===== src/hw/fma_pkg.sv =====
package fma_pkg;

    localparam int EXP_W    = 8;
    localparam int MANT_W   = 23;
    localparam int EXP_BIAS = 127;
    localparam int QNAN_BIT = 22;

    typedef struct packed {
        logic              sign;
        logic [EXP_W-1:0]  exponent;
        logic [MANT_W-1:0] mantissa;
    } fp_fields_t;

    // raw view for constants and nan quieting, field view for arithmetic
    typedef union packed {
        logic [31:0] raw;
        fp_fields_t  f;
    } fp_word_u;

    // codes 4 to 7 fall back to RNE
    typedef enum logic [2:0] {
        RNE = 3'd0,
        RTZ = 3'd1,
        RDN = 3'd2,
        RUP = 3'd3
    } round_mode_e;

    typedef struct packed {
        logic        valid;
        round_mode_e rounding_mode;
        logic        special_case;
        fp_word_u    special_result;
        logic        invalid;
        logic        flushed;
    } fma_side_t;

    typedef struct packed {
        logic              sign;
        logic signed [9:0] exponent;
        logic [47:0]       mant;
    } fma_prod_t;

    // hidden bit at 26, three extra bits below the lsb
    typedef struct packed {
        logic [26:0]       larger_mant;
        logic [26:0]       smaller_mant;
        logic              sticky;
        logic signed [9:0] exponent;
        logic              sign;
        logic              is_sub;
    } fma_align_t;

    typedef struct packed {
        logic [27:0]       sum;
        logic [26:0]       diff;
        logic              is_sub;
        logic              sticky;
        logic              exact_zero;
        logic signed [9:0] exponent;
        logic              sign;
    } fma_sum_t;

    typedef struct packed {
        logic overflow;
        logic underflow;
        logic inexact;
        logic invalid;
    } fma_flags_t;

endpackage


===== src/hw/fma_classify.sv =====
`timescale 1ns/10ps

module fma_classify (
    input  logic                 clk,
    input  logic                 rst,
    input  logic                 valid_in,
    input  fma_pkg::fp_word_u    in1,
    input  fma_pkg::fp_word_u    in2,
    input  fma_pkg::fp_word_u    in3,
    input  fma_pkg::round_mode_e rounding_mode,
    output fma_pkg::fma_side_t   side,
    output fma_pkg::fp_word_u    op_a,
    output fma_pkg::fp_word_u    op_b,
    output fma_pkg::fp_word_u    op_c
);

    fma_pkg::fp_word_u  in_ops [3];
    // denormals count as zero
    logic [2:0]         is_zero;
    logic [2:0]         is_dnrm;
    logic [2:0]         is_inf;
    logic [2:0]         is_qnan;
    logic [2:0]         is_snan;
    logic               prod_neg;
    logic               prod_inf;
    logic               prod_zero;
    logic               zero_sign;
    fma_pkg::fma_side_t side_d;

    assign in_ops[0] = in1;
    assign in_ops[1] = in2;
    assign in_ops[2] = in3;

    always_comb begin
        for (int i = 0; i < 3; i++) begin
            is_zero[i] = in_ops[i].f.exponent == '0;
            is_dnrm[i] = is_zero[i] && (in_ops[i].f.mantissa != '0);
            is_inf[i]  = (in_ops[i].f.exponent == '1) && (in_ops[i].f.mantissa == '0);
            is_qnan[i] = (in_ops[i].f.exponent == '1)
                         && in_ops[i].f.mantissa[fma_pkg::QNAN_BIT];
            is_snan[i] = (in_ops[i].f.exponent == '1) && (in_ops[i].f.mantissa != '0)
                         && !in_ops[i].f.mantissa[fma_pkg::QNAN_BIT];
        end
    end

    assign prod_neg  = in1.f.sign ^ in2.f.sign;
    assign prod_inf  = (is_inf[0] | is_inf[1]) & ~(is_zero[0] | is_zero[1]);
    assign prod_zero = is_zero[0] | is_zero[1];
    // zeros of opposite sign sum to +0, or -0 when rounding down
    assign zero_sign = (prod_neg == in3.f.sign) ? prod_neg
                                                : (rounding_mode == fma_pkg::RDN);

    always_comb begin
        side_d.valid              = valid_in;
        side_d.rounding_mode      = rounding_mode;
        side_d.flushed            = |is_dnrm;
        side_d.invalid            = (|is_snan) | (prod_zero & (is_inf[0] | is_inf[1]))
                                    | (prod_inf & is_inf[2] & (prod_neg ^ in3.f.sign));
        side_d.special_case       = 1'b1;
        side_d.special_result.raw = '0;
        if (|is_qnan) begin
            for (int i = 2; i >= 0; i--) begin
                if (is_qnan[i]) side_d.special_result = in_ops[i];
            end
        end else if (|is_snan) begin
            for (int i = 2; i >= 0; i--) begin
                if (is_snan[i]) begin
                    side_d.special_result.raw = in_ops[i].raw | (32'd1 << fma_pkg::QNAN_BIT);
                end
            end
        end else if (side_d.invalid) begin
            // default quiet nan for inf * 0 and inf - inf
            side_d.special_result.raw = 32'h7fc0_0000;
        end else if (prod_inf | is_inf[2]) begin
            side_d.special_result.f.sign     = prod_inf ? prod_neg : in3.f.sign;
            side_d.special_result.f.exponent = '1;
            side_d.special_result.f.mantissa = '0;
        end else if (prod_zero & is_zero[2]) begin
            side_d.special_result.raw = {zero_sign, 31'b0};
        end else if (prod_zero) begin
            side_d.special_result = in3;
        end else begin
            side_d.special_case = 1'b0;
        end
    end

    always_ff @(posedge clk or posedge rst) begin
        if (rst) begin
            side <= '0;
        end else begin
            side <= side_d;
        end
    end

    always_ff @(posedge clk) begin
        op_a <= in1;
        op_b <= in2;
        // zero addend carries no hidden bit downstream
        op_c <= in3;
        if (is_zero[2]) op_c.raw <= {in3.f.sign, 31'b0};
    end

endmodule


===== src/hw/fma_multiplier.sv =====
`timescale 1ns/10ps

module fma_multiplier (
    input  logic               clk,
    input  logic               rst,
    input  fma_pkg::fma_side_t side_in,
    input  fma_pkg::fp_word_u  op_a,
    input  fma_pkg::fp_word_u  op_b,
    input  fma_pkg::fp_word_u  op_c_in,
    output fma_pkg::fma_side_t side,
    output fma_pkg::fma_prod_t prod,
    output fma_pkg::fp_word_u  op_c
);

    fma_pkg::fma_side_t side_q;
    fma_pkg::fp_word_u  op_c_q;
    logic               sign_q;
    logic signed [9:0]  exp_q;
    logic [35:0]        pp_lo_q;
    logic [35:0]        pp_hi_q;
    logic [23:0]        mant_a;
    logic [23:0]        mant_b;

    assign mant_a = {1'b1, op_a.f.mantissa};
    assign mant_b = {1'b1, op_b.f.mantissa};

    always_ff @(posedge clk or posedge rst) begin
        if (rst) begin
            side_q <= '0;
            side   <= '0;
        end else begin
            side_q <= side_in;
            side   <= side_q;
        end
    end

    always_ff @(posedge clk) begin
        // first cycle forms two 24x12 partial products
        sign_q  <= op_a.f.sign ^ op_b.f.sign;
        exp_q   <= $signed({2'b00, op_a.f.exponent}) + $signed({2'b00, op_b.f.exponent})
                   - 10'(fma_pkg::EXP_BIAS);
        pp_lo_q <= mant_a * mant_b[11:0];
        pp_hi_q <= mant_a * mant_b[23:12];
        op_c_q  <= op_c_in;
        // second cycle adds them into the Q2.46 product
        prod.sign     <= sign_q;
        prod.exponent <= exp_q;
        prod.mant     <= {12'b0, pp_lo_q} + {pp_hi_q, 12'b0};
        op_c          <= op_c_q;
    end

endmodule


===== src/hw/fma_align.sv =====
`timescale 1ns/10ps

module fma_align (
    input  logic                clk,
    input  logic                rst,
    input  fma_pkg::fma_side_t  side_in,
    input  fma_pkg::fma_prod_t  prod,
    input  fma_pkg::fp_word_u   op_c,
    output fma_pkg::fma_side_t  side,
    output fma_pkg::fma_align_t aligned
);

    logic [26:0]         prod_mant;
    logic signed [9:0]   prod_exp;
    // product bits below the 27-bit window
    logic                prod_rest;
    logic [26:0]         c_mant;
    logic signed [9:0]   c_exp;
    logic                c_zero;
    logic                prod_larger;
    logic [9:0]          shift;
    logic [26:0]         smaller;
    logic [53:0]         shifted;
    fma_pkg::fma_align_t aligned_d;

    always_comb begin
        if (prod.mant[47]) begin
            prod_mant = prod.mant[47:21];
            prod_exp  = prod.exponent + 10'sd1;
            prod_rest = |prod.mant[20:0];
        end else begin
            prod_mant = prod.mant[46:20];
            prod_exp  = prod.exponent;
            prod_rest = |prod.mant[19:0];
        end
        c_zero      = op_c.f.exponent == '0;
        c_mant      = {~c_zero, op_c.f.mantissa, 3'b000};
        c_exp       = {2'b00, op_c.f.exponent};
        prod_larger = c_zero || (prod_exp > c_exp)
                      || ((prod_exp == c_exp) && (prod_mant >= c_mant));

        if (prod_larger) begin
            shift                 = prod_exp - c_exp;
            smaller               = c_mant;
            aligned_d.larger_mant = prod_mant;
            aligned_d.exponent    = prod_exp;
            aligned_d.sign        = prod.sign;
        end else begin
            shift                 = c_exp - prod_exp;
            smaller               = prod_mant;
            aligned_d.larger_mant = c_mant;
            aligned_d.exponent    = c_exp;
            aligned_d.sign        = op_c.f.sign;
        end

        shifted                = {smaller, 27'b0} >> shift;
        aligned_d.smaller_mant = shifted[53:27];
        aligned_d.sticky       = prod_rest | ((shift >= 10'd54) ? |smaller : |shifted[26:0]);
        aligned_d.is_sub       = prod.sign ^ op_c.f.sign;
    end

    always_ff @(posedge clk or posedge rst) begin
        if (rst) begin
            side <= '0;
        end else begin
            side <= side_in;
        end
    end

    always_ff @(posedge clk) begin
        aligned <= aligned_d;
    end

endmodule


===== src/hw/fma_add_sub.sv =====
`timescale 1ns/10ps

module fma_add_sub (
    input  logic                clk,
    input  logic                rst,
    input  fma_pkg::fma_side_t  side_in,
    input  fma_pkg::fma_align_t aligned,
    output fma_pkg::fma_side_t  side,
    output fma_pkg::fma_sum_t   sum
);

    fma_pkg::fma_sum_t sum_d;

    always_comb begin
        // carry kept in bit 27
        sum_d.sum        = {1'b0, aligned.larger_mant} + {1'b0, aligned.smaller_mant};
        // larger minus smaller never goes negative
        sum_d.diff       = aligned.larger_mant - aligned.smaller_mant;
        sum_d.is_sub     = aligned.is_sub;
        sum_d.sticky     = aligned.sticky;
        sum_d.exact_zero = aligned.is_sub && (aligned.larger_mant == aligned.smaller_mant);
        sum_d.exponent   = aligned.exponent;
        sum_d.sign       = aligned.sign;
    end

    always_ff @(posedge clk or posedge rst) begin
        if (rst) begin
            side <= '0;
        end else begin
            side <= side_in;
        end
    end

    always_ff @(posedge clk) begin
        sum <= sum_d;
    end

endmodule


===== src/hw/fma_round.sv =====
`timescale 1ns/10ps

module fma_round (
    input  logic                clk,
    input  logic                rst,
    input  fma_pkg::fma_side_t  side_in,
    input  fma_pkg::fma_sum_t   sum,
    output fma_pkg::fp_word_u   result,
    output fma_pkg::fma_flags_t flags,
    output logic                valid_out
);

    logic [4:0]          lz;
    logic [26:0]         diff_norm;
    logic [22:0]         mant;
    logic signed [9:0]   exp_n;
    logic                guard;
    logic                round;
    logic                sticky;
    logic                grs;
    logic                inc;
    logic [23:0]         mant_r;
    logic signed [9:0]   exp_r;
    logic                ovf;
    logic                unf;
    logic                to_inf;
    fma_pkg::fp_word_u   result_d;
    fma_pkg::fma_flags_t flags_d;

    // leading zero count of the difference
    always_comb begin
        lz = '0;
        for (int i = 0; i < 27; i++) begin
            if (sum.diff[i]) lz = 5'(26 - i);
        end
        diff_norm = sum.diff << lz;
    end

    always_comb begin
        if (sum.is_sub) begin
            mant   = diff_norm[25:3];
            guard  = diff_norm[2];
            round  = diff_norm[1];
            sticky = diff_norm[0] | sum.sticky;
            exp_n  = sum.exponent - $signed({5'b00000, lz});
        end else if (sum.sum[27]) begin
            mant   = sum.sum[26:4];
            guard  = sum.sum[3];
            round  = sum.sum[2];
            sticky = (|sum.sum[1:0]) | sum.sticky;
            exp_n  = sum.exponent + 10'sd1;
        end else begin
            mant   = sum.sum[25:3];
            guard  = sum.sum[2];
            round  = sum.sum[1];
            sticky = sum.sum[0] | sum.sticky;
            exp_n  = sum.exponent;
        end
        grs = guard | round | sticky;

        case (side_in.rounding_mode)
            fma_pkg::RTZ: inc = 1'b0;
            fma_pkg::RDN: inc = sum.sign & grs;
            fma_pkg::RUP: inc = ~sum.sign & grs;
            default:      inc = guard & (round | sticky | mant[0]);
        endcase

        // a mantissa carry clears the fraction and bumps the exponent
        mant_r = {1'b0, mant} + 24'(inc);
        exp_r  = mant_r[23] ? exp_n + 10'sd1 : exp_n;
        ovf    = exp_r >= 10'sd255;
        unf    = exp_r <= 10'sd0;

        case (side_in.rounding_mode)
            fma_pkg::RTZ: to_inf = 1'b0;
            fma_pkg::RDN: to_inf = sum.sign;
            fma_pkg::RUP: to_inf = ~sum.sign;
            default:      to_inf = 1'b1;
        endcase
    end

    always_comb begin
        result_d.raw      = '0;
        flags_d.overflow  = 1'b0;
        flags_d.underflow = 1'b0;
        flags_d.inexact   = 1'b0;
        flags_d.invalid   = side_in.invalid;
        if (side_in.special_case) begin
            result_d          = side_in.special_result;
            flags_d.underflow = side_in.flushed;
        end else if (sum.exact_zero) begin
            result_d.raw      = {side_in.rounding_mode == fma_pkg::RDN, 31'b0};
            flags_d.underflow = side_in.flushed;
        end else if (ovf) begin
            // infinity or largest finite by mode and sign
            result_d.f.sign     = sum.sign;
            result_d.f.exponent = to_inf ? 8'hff : 8'hfe;
            result_d.f.mantissa = to_inf ? '0 : '1;
            flags_d.overflow    = 1'b1;
            flags_d.inexact     = 1'b1;
        end else if (unf) begin
            result_d.raw      = {sum.sign, 31'b0};
            flags_d.underflow = grs;
            flags_d.inexact   = grs;
        end else begin
            result_d.f.sign     = sum.sign;
            result_d.f.exponent = exp_r[7:0];
            result_d.f.mantissa = mant_r[22:0];
            flags_d.inexact     = grs;
        end
    end

    always_ff @(posedge clk or posedge rst) begin
        if (rst) begin
            result    <= '0;
            flags     <= '0;
            valid_out <= 1'b0;
        end else begin
            result    <= result_d;
            flags     <= flags_d;
            valid_out <= side_in.valid;
        end
    end

endmodule


===== src/hw/fma_top.sv =====
`timescale 1ns/10ps

module fma_top (
    input  logic                 clk,
    input  logic                 rst,
    input  logic                 valid_in,
    input  fma_pkg::fp_word_u    in1,
    input  fma_pkg::fp_word_u    in2,
    input  fma_pkg::fp_word_u    in3,
    input  fma_pkg::round_mode_e rounding_mode,
    output fma_pkg::fp_word_u    result,
    output fma_pkg::fma_flags_t  flags,
    output logic                 valid_out
);

    fma_pkg::fma_side_t  side_s1;
    fma_pkg::fma_side_t  side_s3;
    fma_pkg::fma_side_t  side_s4;
    fma_pkg::fma_side_t  side_s5;
    fma_pkg::fp_word_u   op_a;
    fma_pkg::fp_word_u   op_b;
    fma_pkg::fp_word_u   op_c_s1;
    fma_pkg::fp_word_u   op_c_s3;
    fma_pkg::fma_prod_t  prod;
    fma_pkg::fma_align_t aligned;
    fma_pkg::fma_sum_t   sum;

    fma_classify u_classify (
        .clk(clk), .rst(rst), .valid_in(valid_in),
        .in1(in1), .in2(in2), .in3(in3), .rounding_mode(rounding_mode),
        .side(side_s1), .op_a(op_a), .op_b(op_b), .op_c(op_c_s1)
    );

    // stages 2 and 3
    fma_multiplier u_multiplier (
        .clk(clk), .rst(rst), .side_in(side_s1),
        .op_a(op_a), .op_b(op_b), .op_c_in(op_c_s1),
        .side(side_s3), .prod(prod), .op_c(op_c_s3)
    );

    fma_align u_align (
        .clk(clk), .rst(rst), .side_in(side_s3), .prod(prod), .op_c(op_c_s3),
        .side(side_s4), .aligned(aligned)
    );

    fma_add_sub u_add_sub (
        .clk(clk), .rst(rst), .side_in(side_s4), .aligned(aligned),
        .side(side_s5), .sum(sum)
    );

    fma_round u_round (
        .clk(clk), .rst(rst), .side_in(side_s5), .sum(sum),
        .result(result), .flags(flags), .valid_out(valid_out)
    );

endmodule


===== config.mk =====
export PLATFORM = sky130hd
export DESIGN_NAME = fma_top
export DESIGN_NICKNAME = d
export VERILOG_FILES = /design/src/hw/fma_pkg.sv /design/src/hw/fma_classify.sv /design/src/hw/fma_multiplier.sv /design/src/hw/fma_align.sv /design/src/hw/fma_add_sub.sv /design/src/hw/fma_round.sv /design/src/hw/fma_top.sv
export SDC_FILE = /design/constraint.sdc
export NUM_CORES = 2
export LEC_CHECK = 0
export ABC_AREA = 1
export BUFFER_PORTS_ARGS = -buffer_cell sky130_fd_sc_hd__buf_2
export CORE_MARGIN = 2
export CORE_UTILIZATION = 35
export CTS_BUF_LIST = sky130_fd_sc_hd__clkbuf_16
export DETAILED_ROUTE_END_ITERATION = 8
export SYNTH_ARGS = -nofsm -noshare
export SYNTH_HDL_FRONTEND = slang
export SYNTH_SLANG_ARGS = --single-unit

===== constraint.sdc =====
create_clock -name clk -period 9.15 [get_ports clk]
set_input_delay 0.915 -clock clk [delete_from_list [all_inputs] [get_ports clk]]
set_output_delay 0.915 -clock clk [all_outputs]
set_load 0.1 [all_outputs]

Yosys cells after proc, flatten, opt, wreduce, memory -nomap -nowiden --
Index checks and enable logic that the tools add are counted.
Operators by class: shift-type cells 2, bitwise gates (word level) 28, add/sub/neg operators 12, multiply operators 2, reductions and logical operators 40, multiplexer cells 84, equal/unequal tests 10, $lt $le $gt $ge 5, div/mod/pow operators 0
Operators by type and width (count):
- 2-to-1 mux 32 bit | 14
- 2-to-1 mux 5 bit | 27
- 2-to-1 mux 27 bit | 3
- multiplier 24 x 12 -> 36 bit | 2
- zero test 23 bit | 3
- 2-to-1 mux 23 bit | 3
- nonzero test 23 bit | 3
- 2-to-1 mux 31 bit | 2
- OR reduction 27 bit | 2
- right shift 54 x 10 -> 54 bit | 1
- 2-to-1 mux 10 bit | 5
- adder 36 x 48 -> 48 bit | 1
- zero test 8 bit | 4
- adder 10 x 2 -> 10 bit (second input constant) | 3
- adder 27 x 27 -> 28 bit | 1
- == test 27 bit | 1
- >= comparator 27 bit | 1
- 2-to-1 mux 1 bit | 27
- << shifter 27 x 5 -> 26 bit | 1
- subtractor 27 bit | 1
- adder 23 x 1 -> 24 bit | 1
- == test 8 bit (second input constant) | 3
- OR reduction 21 bit | 1
- OR reduction 20 bit | 1
- 24 further kinds | 72
Word-level totals: memories 0, output and inout bits 37, flip-flop bits (word level) 670, bits in writable memories 0, ROM bits 0, logic and storage cells 247, input port bits 102, bits in latches 0

Logic depth before layout (Yosys ltp) --
word-level depth 41, depth in mapped cells 52, gate-level depth less buffers 50

Modules after synthesis --
A second synthesis with hierarchy kept.
Unflattened totals: cells, all modules 7116, area total of the unflattened synthesis 52589.2 µm²
Modules (own cells, without submodules):
- fma_multiplier | instances 1, area each 27626.5 µm², cells each 3441
- fma_align | instances 1, area each 7512.2 µm², cells each 1135
- fma_add_sub | instances 1, area each 6434.9 µm², cells each 879
- fma_round | instances 1, area each 5559.1 µm², cells each 1010
- fma_classify | instances 1, area each 5456.5 µm², cells each 651

Least setup slack after synthesis --
OpenSTA, ideal clock, no wires.
path kind reg2reg, from register u_classify.op_a[5] (netlist name), to register u_multiplier.pp_hi_q[34], arrival time 6.287 ns, cell stages (with the launch flop) 33, path buffers 1, path slack 2.792 ns, cells stage by stage dfxtp_1 clkbuf_1 nand2_1 fa_1 inv_1 fa_1 fa_1 fa_1 fa_1 ha_1 nand2_1 o21ai_0 nand3_1 nand2_1 nand3_1 nand2_1 nand4_1 o211ai_1 a21oi_1 o21ai_0 a21oi_1 o21ai_0 a21oi_1 o21bai_1 a21oi_1 o21bai_1 nand3_1 nand2_1 nand3_1 nand2_1 inv_1 o31ai_1 xor2_1
Between the ends: word-level cells in the longest chain between the ends 1
Ends and longest elaborated chain:
- start: declaration | line fma_classify.sv:12 | output fma_pkg::fp_word_u op_a,
- start signal: assignment | line fma_classify.sv:96 | op_a <= in1;
- multiplier 24 x 12 -> 36 bit | line fma_multiplier.sv:43 | pp_hi_q <= mant_a * mant_b[23:12];
- end signal: assignment | line fma_multiplier.sv:43
- end: declaration | line fma_multiplier.sv:20 | logic [35:0] pp_hi_q;
Every way passes these cells. A chain may end at the register's enable or synchronous reset.

Worst setup path after layout --
from register u_classify.op_b[17] (netlist name), to register u_multiplier.pp_hi_q[34]
Between the ends: word-level cells in the longest chain between the ends 1
Ends and longest elaborated chain:
- start: declaration | line fma_classify.sv:13 | output fma_pkg::fp_word_u op_b,
- start signal: assignment | line fma_classify.sv:97 | op_b <= in2;
- multiplier 24 x 12 -> 36 bit | line fma_multiplier.sv:43
Every way passes these cells.

==> results.json <==
{
  "worstSkewPairLatency_ns": 0.66,
  "number_of_pins_with_negative_max_slew_slack_in_the_final_report": 0,
  "critical_path_class": "register to register",
  "timing_worst_slew_pin_value_ns": 1.22,
  "crit_path_max_fanout": 24,
  "fp.dieArea_sq_um": 136000,
  "tritoncts_clock_tree": "yes",
  "area_growth_from_synthesis_to_layout_pct": 10.5,
  "netlist-cell-type-count": 63,
  "peakVddDrop_mv": 0.429,
  "initial_utilization": 0.351,
  "grt_first_pass_wirelength_microns": 210000,
  "totalWireLength_microns": 135000,
  "fin_crit_ns": 7.41,
  "synth_area_leaders": "fa_1 (19%), dfxtp_1 (19%), dfrtp_1 (12%), nand2_1 (10%), inv_1 (8.1%)",
  "total_grt_overflow": 0,
  "grt_setup_unrepaired": "false",
  "cts_inserted_buffers": 71,
  "layout.nets": 6541,
  "post_route_insts_no_fill": 7535,
  "ctsRootBufferMaster": "clkbuf_16",
  "synth.yosys.seq_area_share": 0.312,
  "endpoint_kind": "register",
  "wl_per_cell_microns": 17.9,
  "clock_path_buffers": 3,
  "crit_arrival_ns": 8.00,
  "chipWidth_microns": 369,
  "post-synth-top-area-cell": "fa_1",
  "fin_crit_sh": 0.810,
  "dominant_combinational_cell_family_by_area_after_synthesis": "adder cells",
  "path_buf_inv": 2,
  "xor_and_xnor_fraction_of_the_mapped_netlist_area": 0.0396,
  "timing.setup.tns_ns": 0,
  "worst_hold_path_type": "register to register",
  "gr-usage-all-layers": 0.198,
  "post_drt_via_cell_ratio": 4.89,
  "post_synth_and_or_nand_nor_area_fraction": 0.206,
  "critPathMaxStageDelay_ns": 1.03,
  "register_to_register_setup_slack_ns": 1.74,
  "critical-path-top-delay-family": "adder cells",
  "timing.critical_path.slowest_stage_cell": "dfxtp_1",
  "postCtsSetupRepairBufs": 0,
  "synthesis.yosys.warnings": 0,
  "timing.final.setup_violations": 0,
  "post_cts_hold_buffer_count": 0,
  "run_status": "finished, final reports clean",
  "floorplan.io_pins": 139,
  "muxShareOfSynthArea": 0.000214,
  "reg2reg_depth": 31,
  "gpl_congestion": 0.936,
  "fmax_ghz": 0.135,
  "postSynth.asyncResetShare": 0.347,
  "slew_headroom": 0.182,
  "ctsResizeCount": 0,
  "path_common_cell": "nand2_1",
  "critical_path_cell_count": 31,
  "first_global_vias": 36600,
  "share_of_post_route_cells_with_drive_strength_above_1": 0.0708,
  "synth-adder-area-share": 0.268,
  "placed_wire_length_estimate_after_detailed_placement_microns": 107000,
  "placementRows": 134,
  "synth_seq_cells": 669,
  "initialDrtViolationCount": 3134,
  "port_buffers": 138,
  "synth-edff-count": 0,
  "leakage_nw": 26.7,
  "finalHoldViolations": 0,
  "htree_levels": 3,
  "clock_input_transition_at_the_sequential_cells_of_the_worst_setup_and_hold_paths_ns": 0.06,
  "synth_compound_area_frac": 0.0703,
  "syn-instance-count": 5661,
  "max-cap-violations": 0,
  "timing.critical_path.required_ns": 9.73,
  "critical_path_source_type": "register",
  "tritoncts_num_sinks": 669,
  "post_synth_instance_area_sq_um": 46700,
  "area_inside_the_core_boundary_sq_um": 133000,
  "timing.clock.skew_ns": 0.0357,
  "synth.net_count": 6494,
  "remaining_drc_errors": 0,
  "ant_nets": 0,
  "cell_count_post_placement": 7403,
  "total_via_count_in_the_routed_design": 36900,
  "drt_pre_antenna_iters": 7,
  "whs_path_depth": 0,
  "postSynthAreaPerCell_sq_um": 8.25,
  "pwr_density_cell_nw_per_um2": 394,
  "grt_antenna_before_repair": 10,
  "die_height_microns": 369,
  "yosysTopAreaCellShare": 0.192,
  "synth_top_flop_cell": "dfxtp_1",
  "pin_count_of_the_biggest_net_entering_global_routing": 150
}
[synth_stat cells (5+ instances only)]
cell         n
nand2_2     16
o31ai_1     13
nor2_2       5
inv_1     1013
o22ai_1      7
nand3_1    411
a31oi_1     10
nor4_1      36
clkinv_1    12
or2_2        6
a221oi_1    17
clkbuf_1   193
nand4_1     92
buf_6       10
xnor2_1     55
nand3_2     28
inv_2        5
nor2_1     235
buf_1       10
o211ai_1    18
a211oi_1    15
xor2_1     156
o21ai_0    214
dfrtp_1    232
o21ai_1      6
ha_1       284
dfxtp_1    437
buf_4        6
fa_1       447
o21bai_1    26
nand2_1   1298
nor3_1      51
o221ai_1     8
a21oi_1    221
buf_2       18
[stage by stage]
step	utilization	cell area, sq um	power (mW)	setup slack (ns)	hold slack [ns]
3_3_place_gp	0.370	49200	17.3	1.82	0.310
4_1_cts	0.388	51600	20.4	1.74	0.312
5_1_grt	0.388	51600	22.3	1.12	0.305
6_report	0.388	51600	20.3	1.74	0.318
3_5_place_dp	0.370	49200	17.4	1.77	0.312
2_1_floorplan	-	46700	13.9	1.87	0.310
[state kept, by name, summed over array words and instances, names as in the netlist, 39 cells and up]
| register | cells |
|---|---|
| u_add_sub.sum | 68 |
| u_align.aligned | 67 |
| u_multiplier.prod | 59 |
| u_add_sub.side | 39 |
| u_align.side | 39 |
| u_classify.side | 39 |
| u_multiplier.side | 39 |
| u_multiplier.side_q | 39 |
[layout make-up]
type                    count  area, sq um
fillers                 13400        81400
multi-input cells        3724        27300
flip-flops and latches    669        14600
inverters                1030         3870
well taps                1768         2210
clock buffers              71         1780
repair buffers            212         1250
clock inverters            59          612
diodes                      2         5.00
[logic make-up after synthesis]
kind of cell | Yosys count
compound gates | 578
buf+inv | 1268
mux | 1
flops | 669
xor+xnor | 211
fa+ha+maj | 731
simple gates | 2203
[per-layer routing]
| metal | GRT usage | vias up | share of wire |
|---|---|---|---|
| li1 | - | 17700 | - |
| met1 | 0.263 | 17700 | 0.43 |
| met2 | 0.323 | 1202 | 0.46 |
| met3 | 0.0280 | 228 | 0.067 |
| met4 | 0.0806 | 6 | 0.039 |
| met5 | 0 | - | 0.00027 |
[path summary, 6_finish.rpt]
check | startpoint | endpoint
worst max-delay path | u_classify.op_b[17] | u_multiplier.pp_hi_q[34]
worst min-delay path | u_classify.op_c[15] | u_multiplier.op_c_q[15]
worst max register to register | u_classify.op_b[17] | u_multiplier.pp_hi_q[34]
worst min register to register | u_classify.op_c[15] | u_multiplier.op_c_q[15]
max in group asynchronous | rst | u_classify.side[13]
min in group asynchronous | rst | u_multiplier.side[28]
[power breakdown]
group / internal (mW) / switching [mW]
Combinational: 4.48 / 8.62
Clock: 1.65 / 1.28
Sequential: 3.78 / 0.527
[worst register-to-register path, delay by kind of cell, from the launching register on]
family                     cells  cell delay (ns)
AOI/OAI and AO/OA             11             2.07
xor gates and xnor gates       1             0.16
adders and majority gates      6             2.77
buffers and inverters          2             0.11
DFF                            1             1.03
and+or+nand+nor               11             1.21
[cells in the final DEF (no fill, tap or decap), types with 13 or more instances in the layout]
cell type,netlist,final
nand2_1,1298,1297
inv_1,1013,1016
fa_1,447,447
dfxtp_1,437,437
nand3_1,411,411
ha_1,284,284
nor2_1,235,232
dfrtp_1,232,232
a21oi_1,221,221
o21ai_0,214,213
xor2_1,156,155
buf_2,18,138
nand4_1,92,92
buf_4,6,74
clkbuf_16,0,71
xnor2_1,55,55
nor3_1,51,50
nor4_1,36,34
clkinv_1,12,28
nand3_2,28,28
o21bai_1,26,26
o211ai_1,18,18
nand2_2,16,17
a221oi_1,17,17
a211oi_1,15,15
o31ai_1,13,13
(Power assumes the default switching activity.)
